`src/include/periph_consts.svh`:
```
/*
 * Peripheral subsystem constants
 * Bus widths, pad count, slave bases and register offsets
 */

`ifndef PERIPH_CONSTS_SVH
`define PERIPH_CONSTS_SVH

// Bus widths
`define W_PADDR       16
`define W_DATA        32

`define N_PADS        11   // GPIO pads on the package

// Slave bases, decoded on paddr[15:12]
`define GPIO_BASE     16'h0000
`define PWM_BASE      16'h1000

// GPIO register offsets, decoded on the low address byte
`define GPIO_REG_OUT  8'h00
`define GPIO_REG_OE   8'h04
`define GPIO_REG_IN   8'h08
`define GPIO_REG_SET  8'h0C
`define GPIO_REG_CLR  8'h10

// PWM register offsets
`define PWM_REG_CTRL  8'h00
`define PWM_REG_COUNT 8'h04

`define PWM_COUNT_W   8    // Duty counter width

`endif

```
`src/periph_pkg.sv`:
```
/*
 * Peripheral package
 * Control word layout of the PWM block
 */

`default_nettype none

`include "periph_consts.svh"

package periph_pkg;

	// Field view of the PWM control register
	typedef struct packed {
		logic                    en;    // Bit 31, run the counter
		logic                    inv;   // Bit 30, invert the output
		logic [13:0]             rsvd;
		logic [7:0]              div;   // Counter steps every div+1 clocks
		logic [`PWM_COUNT_W-1:0] duty;  // High while count < duty
	} pwm_ctrl_fields_t;

	// Bus side sees the raw word, counter logic reads the fields
	typedef union packed {
		logic [`W_DATA-1:0] raw;
		pwm_ctrl_fields_t   f;
	} pwm_ctrl_t;

endpackage

`default_nettype wire

```
`src/apb_if.sv`:
```
/*
 * APB bus bundle between the address splitter and one slave
 */

`default_nettype none

`include "periph_consts.svh"

interface apb_if;

	logic [`W_PADDR-1:0] paddr;
	logic                psel;
	logic                penable;
	logic                pwrite;
	logic [`W_DATA-1:0]  pwdata;
	logic [`W_DATA-1:0]  prdata;
	logic                pready;
	logic                pslverr;

	modport master (output paddr, psel, penable, pwrite, pwdata,
		input prdata, pready, pslverr);

	modport slave (input paddr, psel, penable, pwrite, pwdata,
		output prdata, pready, pslverr);

endinterface

`default_nettype wire

```
`src/apb_splitter.sv`:
```
/*
 * APB address splitter
 * Routes each transfer to GPIO or PWM by the top address nibble,
 * unmapped addresses get an error response
 */

`default_nettype none

`include "periph_consts.svh"

module apb_splitter (
	input  logic                psel,
	input  logic                penable,
	input  logic                pwrite,
	input  logic [`W_PADDR-1:0] paddr,
	input  logic [`W_DATA-1:0]  pwdata,
	output logic [`W_DATA-1:0]  prdata,
	output logic                pready,
	output logic                pslverr,

	apb_if.master               gpio_bus,
	apb_if.master               pwm_bus
);

localparam logic [`W_PADDR-1:0] gpio_base = `GPIO_BASE;
localparam logic [`W_PADDR-1:0] pwm_base  = `PWM_BASE;

logic hit_gpio;
logic hit_pwm;

// =========================================================================
//  Address decode
// =========================================================================

assign hit_gpio = paddr[`W_PADDR-1 -: 4] == gpio_base[`W_PADDR-1 -: 4];
assign hit_pwm  = paddr[`W_PADDR-1 -: 4] == pwm_base[`W_PADDR-1 -: 4];

// =========================================================================
//  Request fan-out
// =========================================================================

// Only the selected slave sees psel, the rest is broadcast
assign gpio_bus.psel    = psel && hit_gpio;
assign gpio_bus.penable = penable;
assign gpio_bus.pwrite  = pwrite;
assign gpio_bus.paddr   = paddr;
assign gpio_bus.pwdata  = pwdata;

assign pwm_bus.psel     = psel && hit_pwm;
assign pwm_bus.penable  = penable;
assign pwm_bus.pwrite   = pwrite;
assign pwm_bus.paddr    = paddr;
assign pwm_bus.pwdata   = pwdata;

// =========================================================================
//  Response mux
// =========================================================================

always_comb begin
	prdata  = '0;                       // Also the unmapped read value
	pslverr = 1'b0;
	pready  = 1'b1;                     // Unmapped completes at once
	if (hit_gpio) begin
		pready = gpio_bus.pready;
		if (psel) begin
			prdata  = gpio_bus.prdata;
			pslverr = gpio_bus.pslverr;
		end
	end else if (hit_pwm) begin
		pready = pwm_bus.pready;
		if (psel) begin
			prdata  = pwm_bus.prdata;
			pslverr = pwm_bus.pslverr;
		end
	end else begin
		pslverr = psel && penable;      // Error only in the access cycle
	end
end

endmodule

`default_nettype wire

```
`src/gpio_regs.sv`:
```
/*
 * GPIO register block
 * Output and output-enable registers with set/clear aliases,
 * pad inputs sampled through a two-flop synchronizer
 */

`default_nettype none

`include "periph_consts.svh"

module gpio_regs (
	input  logic               clk_sys,
	input  logic               rst,

	apb_if.slave               bus,

	output logic [`N_PADS-1:0] padout,
	output logic [`N_PADS-1:0] padoe,
	input  logic [`N_PADS-1:0] padin
);

logic               wen;
logic [7:0]         reg_addr;
logic [`N_PADS-1:0] wbits;
logic [`N_PADS-1:0] in_meta;
logic [`N_PADS-1:0] in_sync;

assign reg_addr = bus.paddr[7:0];
assign wbits    = bus.pwdata[`N_PADS-1:0];
assign wen      = bus.psel && bus.penable && bus.pwrite;

// =========================================================================
//  Output registers
// =========================================================================

always_ff @(posedge clk_sys) begin
	if (rst) begin
		padout <= '0;
		padoe  <= '0;
	end else if (wen) begin
		case (reg_addr)
			`GPIO_REG_OUT: padout <= wbits;
			`GPIO_REG_OE:  padoe  <= wbits;
			`GPIO_REG_SET: padout <= padout | wbits;
			`GPIO_REG_CLR: padout <= padout & ~wbits;
			default: ;                      // IN and holes ignore writes
		endcase
	end
end

// Pad inputs are asynchronous to clk_sys
always_ff @(posedge clk_sys) begin
	in_meta <= padin;
	in_sync <= in_meta;
end

// =========================================================================
//  Read side
// =========================================================================

always_comb begin
	bus.prdata = '0;
	case (reg_addr)
		`GPIO_REG_OUT: bus.prdata[`N_PADS-1:0] = padout;
		`GPIO_REG_OE:  bus.prdata[`N_PADS-1:0] = padoe;
		`GPIO_REG_IN:  bus.prdata[`N_PADS-1:0] = in_sync;
		default:       bus.prdata = '0;    // SET and CLR are write-only
	endcase
end

assign bus.pready  = 1'b1;     // Zero wait states
assign bus.pslverr = 1'b0;

endmodule

`default_nettype wire

```
`src/pwm_tiny.sv`:
```
/*
 * Small PWM block
 * Prescaled 8-bit counter compared against a duty value,
 * with a control register and counter readback on APB
 */

`default_nettype none

`include "periph_consts.svh"

module pwm_tiny import periph_pkg::*; (
	input  logic clk_sys,
	input  logic rst,

	apb_if.slave bus,

	output logic pwm_out
);

pwm_ctrl_t               ctrl;
logic [7:0]              presc;
logic [`PWM_COUNT_W-1:0] count;
logic                    wen;
logic                    step;

assign wen  = bus.psel && bus.penable && bus.pwrite;
assign step = presc >= ctrl.f.div;      // Also recovers if div shrinks mid-count

// =========================================================================
//  Control register
// =========================================================================

always_ff @(posedge clk_sys) begin
	if (rst) begin
		ctrl.raw <= '0;
	end else if (wen && bus.paddr[7:0] == `PWM_REG_CTRL) begin
		ctrl.raw <= bus.pwdata;
	end
end

// =========================================================================
//  Prescaler, counter and output
// =========================================================================

always_ff @(posedge clk_sys) begin
	if (rst) begin
		presc   <= '0;
		count   <= '0;
		pwm_out <= 1'b0;
	end else if (!ctrl.f.en) begin
		presc   <= '0;
		count   <= '0;
		pwm_out <= ctrl.f.inv;              // Idle level
	end else begin
		if (step) begin
			presc <= '0;
			count <= count + 1'b1;          // Wraps at 256
		end else begin
			presc <= presc + 1'b1;
		end
		pwm_out <= (count < ctrl.f.duty) ^ ctrl.f.inv;
	end
end

// Readback
always_comb begin
	case (bus.paddr[7:0])
		`PWM_REG_CTRL:  bus.prdata = ctrl.raw;
		`PWM_REG_COUNT: begin
			bus.prdata = '0;
			bus.prdata[`PWM_COUNT_W-1:0] = count;
		end
		default:        bus.prdata = '0;
	endcase
end

assign bus.pready  = 1'b1;
assign bus.pslverr = 1'b0;

endmodule

`default_nettype wire

```
`src/gpio_pwm_subsys.sv`:
```
/*
 * GPIO and PWM peripheral subsystem
 * One external APB slave port split between the GPIO and PWM blocks
 */

`default_nettype none

`include "periph_consts.svh"

module gpio_pwm_subsys (
	input  wire                clk_sys,
	input  wire                rst,

	// APB slave port
	input  wire                psel,
	input  wire                penable,
	input  wire                pwrite,
	input  wire [`W_PADDR-1:0] paddr,
	input  wire [`W_DATA-1:0]  pwdata,
	output wire [`W_DATA-1:0]  prdata,
	output wire                pready,
	output wire                pslverr,

	// Pads
	output wire [`N_PADS-1:0]  padout,
	output wire [`N_PADS-1:0]  padoe,
	input  wire [`N_PADS-1:0]  padin,

	output wire                pwm_out   // Backlight line
);

// =========================================================================
//  Bus fabric
// =========================================================================

apb_if gpio_bus ();
apb_if pwm_bus ();

apb_splitter inst_apb_splitter (
	.psel     (psel),
	.penable  (penable),
	.pwrite   (pwrite),
	.paddr    (paddr),
	.pwdata   (pwdata),
	.prdata   (prdata),
	.pready   (pready),
	.pslverr  (pslverr),
	.gpio_bus (gpio_bus.master),
	.pwm_bus  (pwm_bus.master)
);

// =========================================================================
//  Slaves
// =========================================================================

gpio_regs inst_gpio_regs (
	.clk_sys (clk_sys),
	.rst     (rst),
	.bus     (gpio_bus.slave),
	.padout  (padout),
	.padoe   (padoe),
	.padin   (padin)
);

pwm_tiny inst_pwm_tiny (
	.clk_sys (clk_sys),
	.rst     (rst),
	.bus     (pwm_bus.slave),
	.pwm_out (pwm_out)
);

endmodule

`default_nettype wire

```
`config.mk`:
```
export PLATFORM = sky130hd
export DESIGN_NAME = gpio_pwm_subsys
export DESIGN_NICKNAME = d
export VERILOG_FILES = /design/src/periph_pkg.sv /design/src/apb_if.sv /design/src/apb_splitter.sv /design/src/gpio_regs.sv /design/src/pwm_tiny.sv /design/src/gpio_pwm_subsys.sv
export VERILOG_INCLUDE_DIRS = /design/src /design/src/include
export SDC_FILE = /design/constraint.sdc
export NUM_CORES = 1
export LEC_CHECK = 0
export BUFFER_PORTS_ARGS = -buffer_cell sky130_fd_sc_hd__buf_4
export CORE_ASPECT_RATIO = 0.75
export CORE_MARGIN = 10
export CORE_UTILIZATION = 50
export CTS_BUF_LIST = sky130_fd_sc_hd__clkbuf_4 sky130_fd_sc_hd__clkbuf_8
export DETAILED_ROUTE_END_ITERATION = 8
export PLACE_DENSITY = 0.8
export SETUP_SLACK_MARGIN = 0.05
export SYNTH_ARGS = -nofsm -noshare
export SYNTH_HDL_FRONTEND = slang
export SYNTH_SLANG_ARGS = --single-unit
```
`constraint.sdc`:
```
create_clock -name clk_sys -period 4.3 [get_ports clk_sys]
set_input_delay 0.43 -clock clk_sys [delete_from_list [all_inputs] [get_ports clk_sys]]
set_output_delay 0.43 -clock clk_sys [all_outputs]
set_load 0.03 [all_outputs]
```
After elaboration in Yosys (flattened, before gate mapping)
Index checks and enable logic that the tools add are counted.
{"block": "totals", "register_bits": 93, "rom_bits": 0, "ram_bits": 0, "latch_bits": 0, "in_bits": 64, "elab_cells": 47, "n_memories": 0}
{"block": "classes", "eq_ne": 5, "n_lt_le_gt_ge": 2, "n_addsub": 2, "reduce_logical": 15, "div": 0, "n_mul": 0, "n_shift": 0, "n_mux": 10, "n_bitwise": 5}
{"operator": "2-to-1 mux 32 bit", "count": 3}
{"operator": "case mux 11 bit (3 select lines)", "count": 2}
{"operator": "case mux 32 bit (2 select lines)", "count": 1}
{"operator": "adder 8 x 1 -> 8 bit (second input constant)", "count": 2}
{"operator": "equality test 8 x 4 -> 1 bit (second input constant)", "count": 2}
{"operator": "AND 11 bit", "count": 1}
{"operator": "2-to-1 mux 11 bit", "count": 1}
{"operator": "inverter 11 bit", "count": 1}
{"operator": "OR 11 bit", "count": 1}
{"operator": "equality test 8 x 3 -> 1 bit (second input constant)", "count": 1}
{"operator": "equality test 8 x 5 -> 1 bit (second input constant)", "count": 1}
{"operator": "greater-or-equal comparator 8 bit", "count": 1}
{"operator": "logical AND 1 bit", "count": 8}
{"operator": "logical NOT 8 bit", "count": 1}
{"operator": "less-than comparator 8 bit", "count": 1}
{"operator": "equality test 4 x 1 -> 1 bit (second input constant)", "count": 1}
{"operator": "logical NOT 4 bit", "count": 1}
{"operator": "AND reduction 2 bit", "count": 2}
{"operator": "2-to-1 mux 1 bit", "count": 3}
{"operator": "nonzero test 3 bit", "count": 1}
{"operator": "OR reduction 3 bit", "count": 1}
{"operator": "OR reduction 2 bit", "count": 1}
{"operator": "inverter 1 bit", "count": 1}
{"operator": "XOR 1 bit", "count": 1}

Longest topological paths before layout
{"block": "depth", "depth_word": 5, "depth_mapped": 8, "ltp_nobuf": 7}

By module
A second synthesis with hierarchy kept.
{"block": "hier_totals", "cells_unflattened": 675, "area_unflattened_um2": 5894.4}
{"mod": "pwm_tiny", "n_inst": 1, "cells_each": 287, "area_per_inst_um2": 2585.0}
{"mod": "gpio_regs", "n_inst": 1, "cells_each": 207, "area_per_inst_um2": 1981.9}
{"mod": "apb_splitter", "n_inst": 1, "cells_each": 181, "area_per_inst_um2": 1327.5}

Worst setup path after synthesis
OpenSTA, ideal clock, no wires.
{"block": "synth_path", "path_type": "input port to output port", "startpoint": "in paddr[0]", "endpoint": "out prdata[10]", "t_required_ns": 3.870, "stages": 7, "setup_slack_ns": 1.438, "arrival_ns": 2.432, "cell_sequence": "or4_4 or3_1 buf_2 nor3_2 clkbuf_1 nand2_1 o21ai_0"}
{"block": "synth_via", "elab_chain_cells": 5, "elab_cells_between_ends": 9, "cone_classes": "eq/ne: 2; mux: 6; reduce/logical: 1"}
{"element": "start: declaration", "line_no": "gpio_pwm_subsys.sv:18", "rtl": "input wire [`W_PADDR-1:0] paddr,"}
{"element": "equality test 8 x 3 -> 1 bit / logical NOT 8 bit (equally long branches)", "line_no": "gpio_regs.sv:63, pwm_tiny.sv:67"}
{"element": "case mux 32 bit (2 select lines)", "line_no": "pwm_tiny.sv:67", "rtl": "case (bus.paddr[7:0])"}
{"element": "2-to-1 mux 32 bit", "line_no": "apb_splitter.sv:71", "rtl": "if (psel) begin"}
{"element": "2-to-1 mux 32 bit", "line_no": "apb_splitter.sv:69", "rtl": "end else if (hit_pwm) begin"}
{"element": "2-to-1 mux 32 bit (*)", "line_no": "apb_splitter.sv:63", "rtl": "if (hit_gpio) begin"}
{"element": "end: declaration", "line_no": "gpio_pwm_subsys.sv:20", "rtl": "output wire [`W_DATA-1:0] prdata,"}
Mark *: on every way between the ends. The rest lies on a longest branch, timed or not.

Worst setup path in the final report
{"block": "layout_path", "startpoint": "in paddr[0]", "endpoint": "out prdata[5]"}
The elaborated chain is that of the path after synthesis.

==> impl_metrics.tcl <==
set metrics [dict create \
    outcome "finished clean" \
    synth-seq-cells 93 \
    p_leak_nw 2.19 \
    crit_path_start "paddr[0]" \
    htreeDepth 3 \
    place_area_sq_um 5140 \
    overflow 0 \
    path_max_fanout 21 \
    grt_usage 0.192 \
    p_per_area_nw_per_um2 292 \
    rsz0062_at_grt "no" \
    clock_latency_ns 0.38 \
    ios 121 \
    yosys_warnings 0 \
    grt_pass1_wl_mm 19.8 \
    vias_per_cell 5.52 \
    cts_root_buf "clkbuf_8" \
    fin_setup_tns_ns 0 \
    place.gp.congestion 0.970 \
    cts_made_buffers 9 \
    cts_resized 0 \
    drv_slew 0 \
    final_area_sq_um 5340 \
    fin_crit_ns 3.17 \
    worst_ep_required_time_ns 3.87 \
    dp_hpwl_mm 9.45 \
    syn-num-nets 575 \
    holdWs_ns 0.150 \
    synth_cells 494 \
    fin_cells 705 \
    syn_to_final_growth_pct 26.0 \
    reg2reg_slack_ns 1.81 \
    antenna_found_initial 0 \
    cap_violations 0 \
    timing.final.hold_violations 0 \
    drt_first_pass_iters 5 \
    finalNetCount 678 \
    portBuffers 115 \
    ir_worst_vdd_mv 0.222 \
    start_util 0.526 \
    drive_gt1_frac 0.237 \
    die_x_um 126 \
    fp.dieH_um 99.7 \
    cts.sink_count 93 \
    path_class "in -> out" \
    cts_tree "yes" \
    cts_setup_buffers 0 \
    worst_slew_pin_slew_ns 0.973 \
    postRouteAntennaNets 0 \
    fill_cells 640 \
    async_flop_share 0 \
    r2r_start "inst_pwm_tiny.presc[0]" \
    dp_cells 691 \
    synth_flop_cell "dfxtp_1" \
    timing.final.crit_share 0.738 \
    vias 3893 \
    synth_cell_types 43 \
    ctsHoldBuffers 0 \
    path_clk_slew_ns 0.08 \
    grt_max_degree 52 \
    max_freq_mhz 315 \
    hold_class "in -> reg" \
    cts_buffer_depth 2 \
    final_common_cell "buf_4" \
    slew_headroom 0.351 \
    detail_route.wl_per_cell_um 17.6 \
    hold_start "padin[2]" \
    fin_worst_skew_ns 0.00725 \
    placeableCoreArea_sq_um 8060 \
    die_area_sq_um 12600 \
    num_antenna_cells 0 \
    drt_wl_total_mm 12.4 \
    setup_violations 0 \
    synth_area_per_cell_sq_um 8.58 \
    drc 0 \
    mostFrequentLayoutCells "buf_4, dfxtp_1, nand2_1, nor2_1, mux2i_1" \
    ys_seq_area_frac 0.439 \
    cp-end-kind "output pin" \
    grt_pass1_vias 3878 \
    netlist_area_sq_um 4240 \
    drt_iter0_markers 243 \
    arrival_ns 2.74 \
    synth_edf_count 0 \
    num_rows 28 \
    crit_path_start_kind "input pin" \
]
## sequential cells by signal, indices dropped and copies added, names as in the netlist
name	flops
inst_gpio_regs.padoe	11
inst_gpio_regs.padout	11
inst_pwm_tiny.pwm_out	1
inst_gpio_regs.in_meta	11
inst_pwm_tiny.presc	8
inst_gpio_regs.in_sync	11
inst_pwm_tiny.count	8
inst_pwm_tiny.ctrl	32
## final cells by class
class | count | area [sq um] | share of cell area
timing repair buffer | 120 | 901 | 0.169
sequential | 93 | 1860 | 0.348
clock inverter | 3 | 46.3 | 0.00867
multi-input combinational | 349 | 2160 | 0.404
inverter | 24 | 90.1 | 0.0169
tap | 105 | 131 | 0.0246
clock buffer | 11 | 151 | 0.0283
## routing by layer
| metal | part of all wire | GRT usage |
|---|---|---|
| met5 | 0 | 0 |
| met4 | 0.014 | 0.0576 |
| met2 | 0.47 | 0.311 |
| met3 | 0.097 | 0.0812 |
| met1 | 0.42 | 0.228 |
## stage by stage
stage	setup slack [ns]	power [mW]	util
floorplan	1.44	0.921	-
global placement	1.16	0.975	0.639
detailed placement	1.15	0.978	0.639
CTS	1.15	1.56	0.663
global route	0.998	1.60	0.663
finish	1.13	1.56	0.663
## cells by family (layout without fill, tap and decap cells)
logic type	after synthesis	in the layout	synth area share
AND/OR/NAND/NOR	205	205	0.229
flip-flops	93	93	0.439
AO/OA/AOI/OAI	71	71	0.100
buffers and inverters	52	158	0.0525
multiplexers	49	49	0.116
adder cells (fa/ha/maj)	17	17	0.0502
XOR/XNOR	6	6	0.0124
other	1	1	0.000885
## power breakdown
group | leakage, nW | internal, mW | switching [mW]
clock | 0.0975 | 0.295 | 0.305
combinational | 1.33 | 0.0425 | 0.0414
sequential | 0.757 | 0.871 | 0.00333
total | 2.19 | 1.21 | 0.349
## worst paths after layout
path                                             endpoint  cells past startpoint
worst max register to register     inst_pwm_tiny.presc[5]                      7
worst min-delay path            inst_gpio_regs.in_meta[2]                      1
worst max-delay path                            prdata[5]                      8
worst min register to register  inst_gpio_regs.in_sync[2]                      0
## critical path, stage by stage
cell      delay [ns]
buf_4           0.11
or4_4           0.56
or3_1           0.49
nor3_2          0.38
buf_4           0.33
nand2_1         0.09
o221ai_1        0.11
buf_4           0.22
## cell usage after synthesis (2+ instances only)
master     number  area (sq um)
a21o_1          2          15.0
a21oi_1        32           160
nor2b_1         3          18.8
and3_1          4          25.0
mux2i_1        48           480
and2_1         16           100
nor4_1          6          37.5
buf_1           2          7.51
a211oi_1        3          22.5
nand2b_1        6          37.5
o21ai_0        18          90.1
nand3_1        23           115
nand2_1        64           240
dfxtp_1        93          1860
clkbuf_1       21          78.8
buf_6           3          33.8
nand4_1         2          12.5
ha_1           17           213
o221ai_1        8          70.1
o21a_1          2          15.0
a2111oi_0       2          17.5
nor2_1         57           214
inv_1          24          90.1
nor3_1         13          65.1
nand3b_1        2          15.0
xor2_1          5          43.8
or3_1           2          12.5
Note: power is estimated with default switching activity, not from simulation.
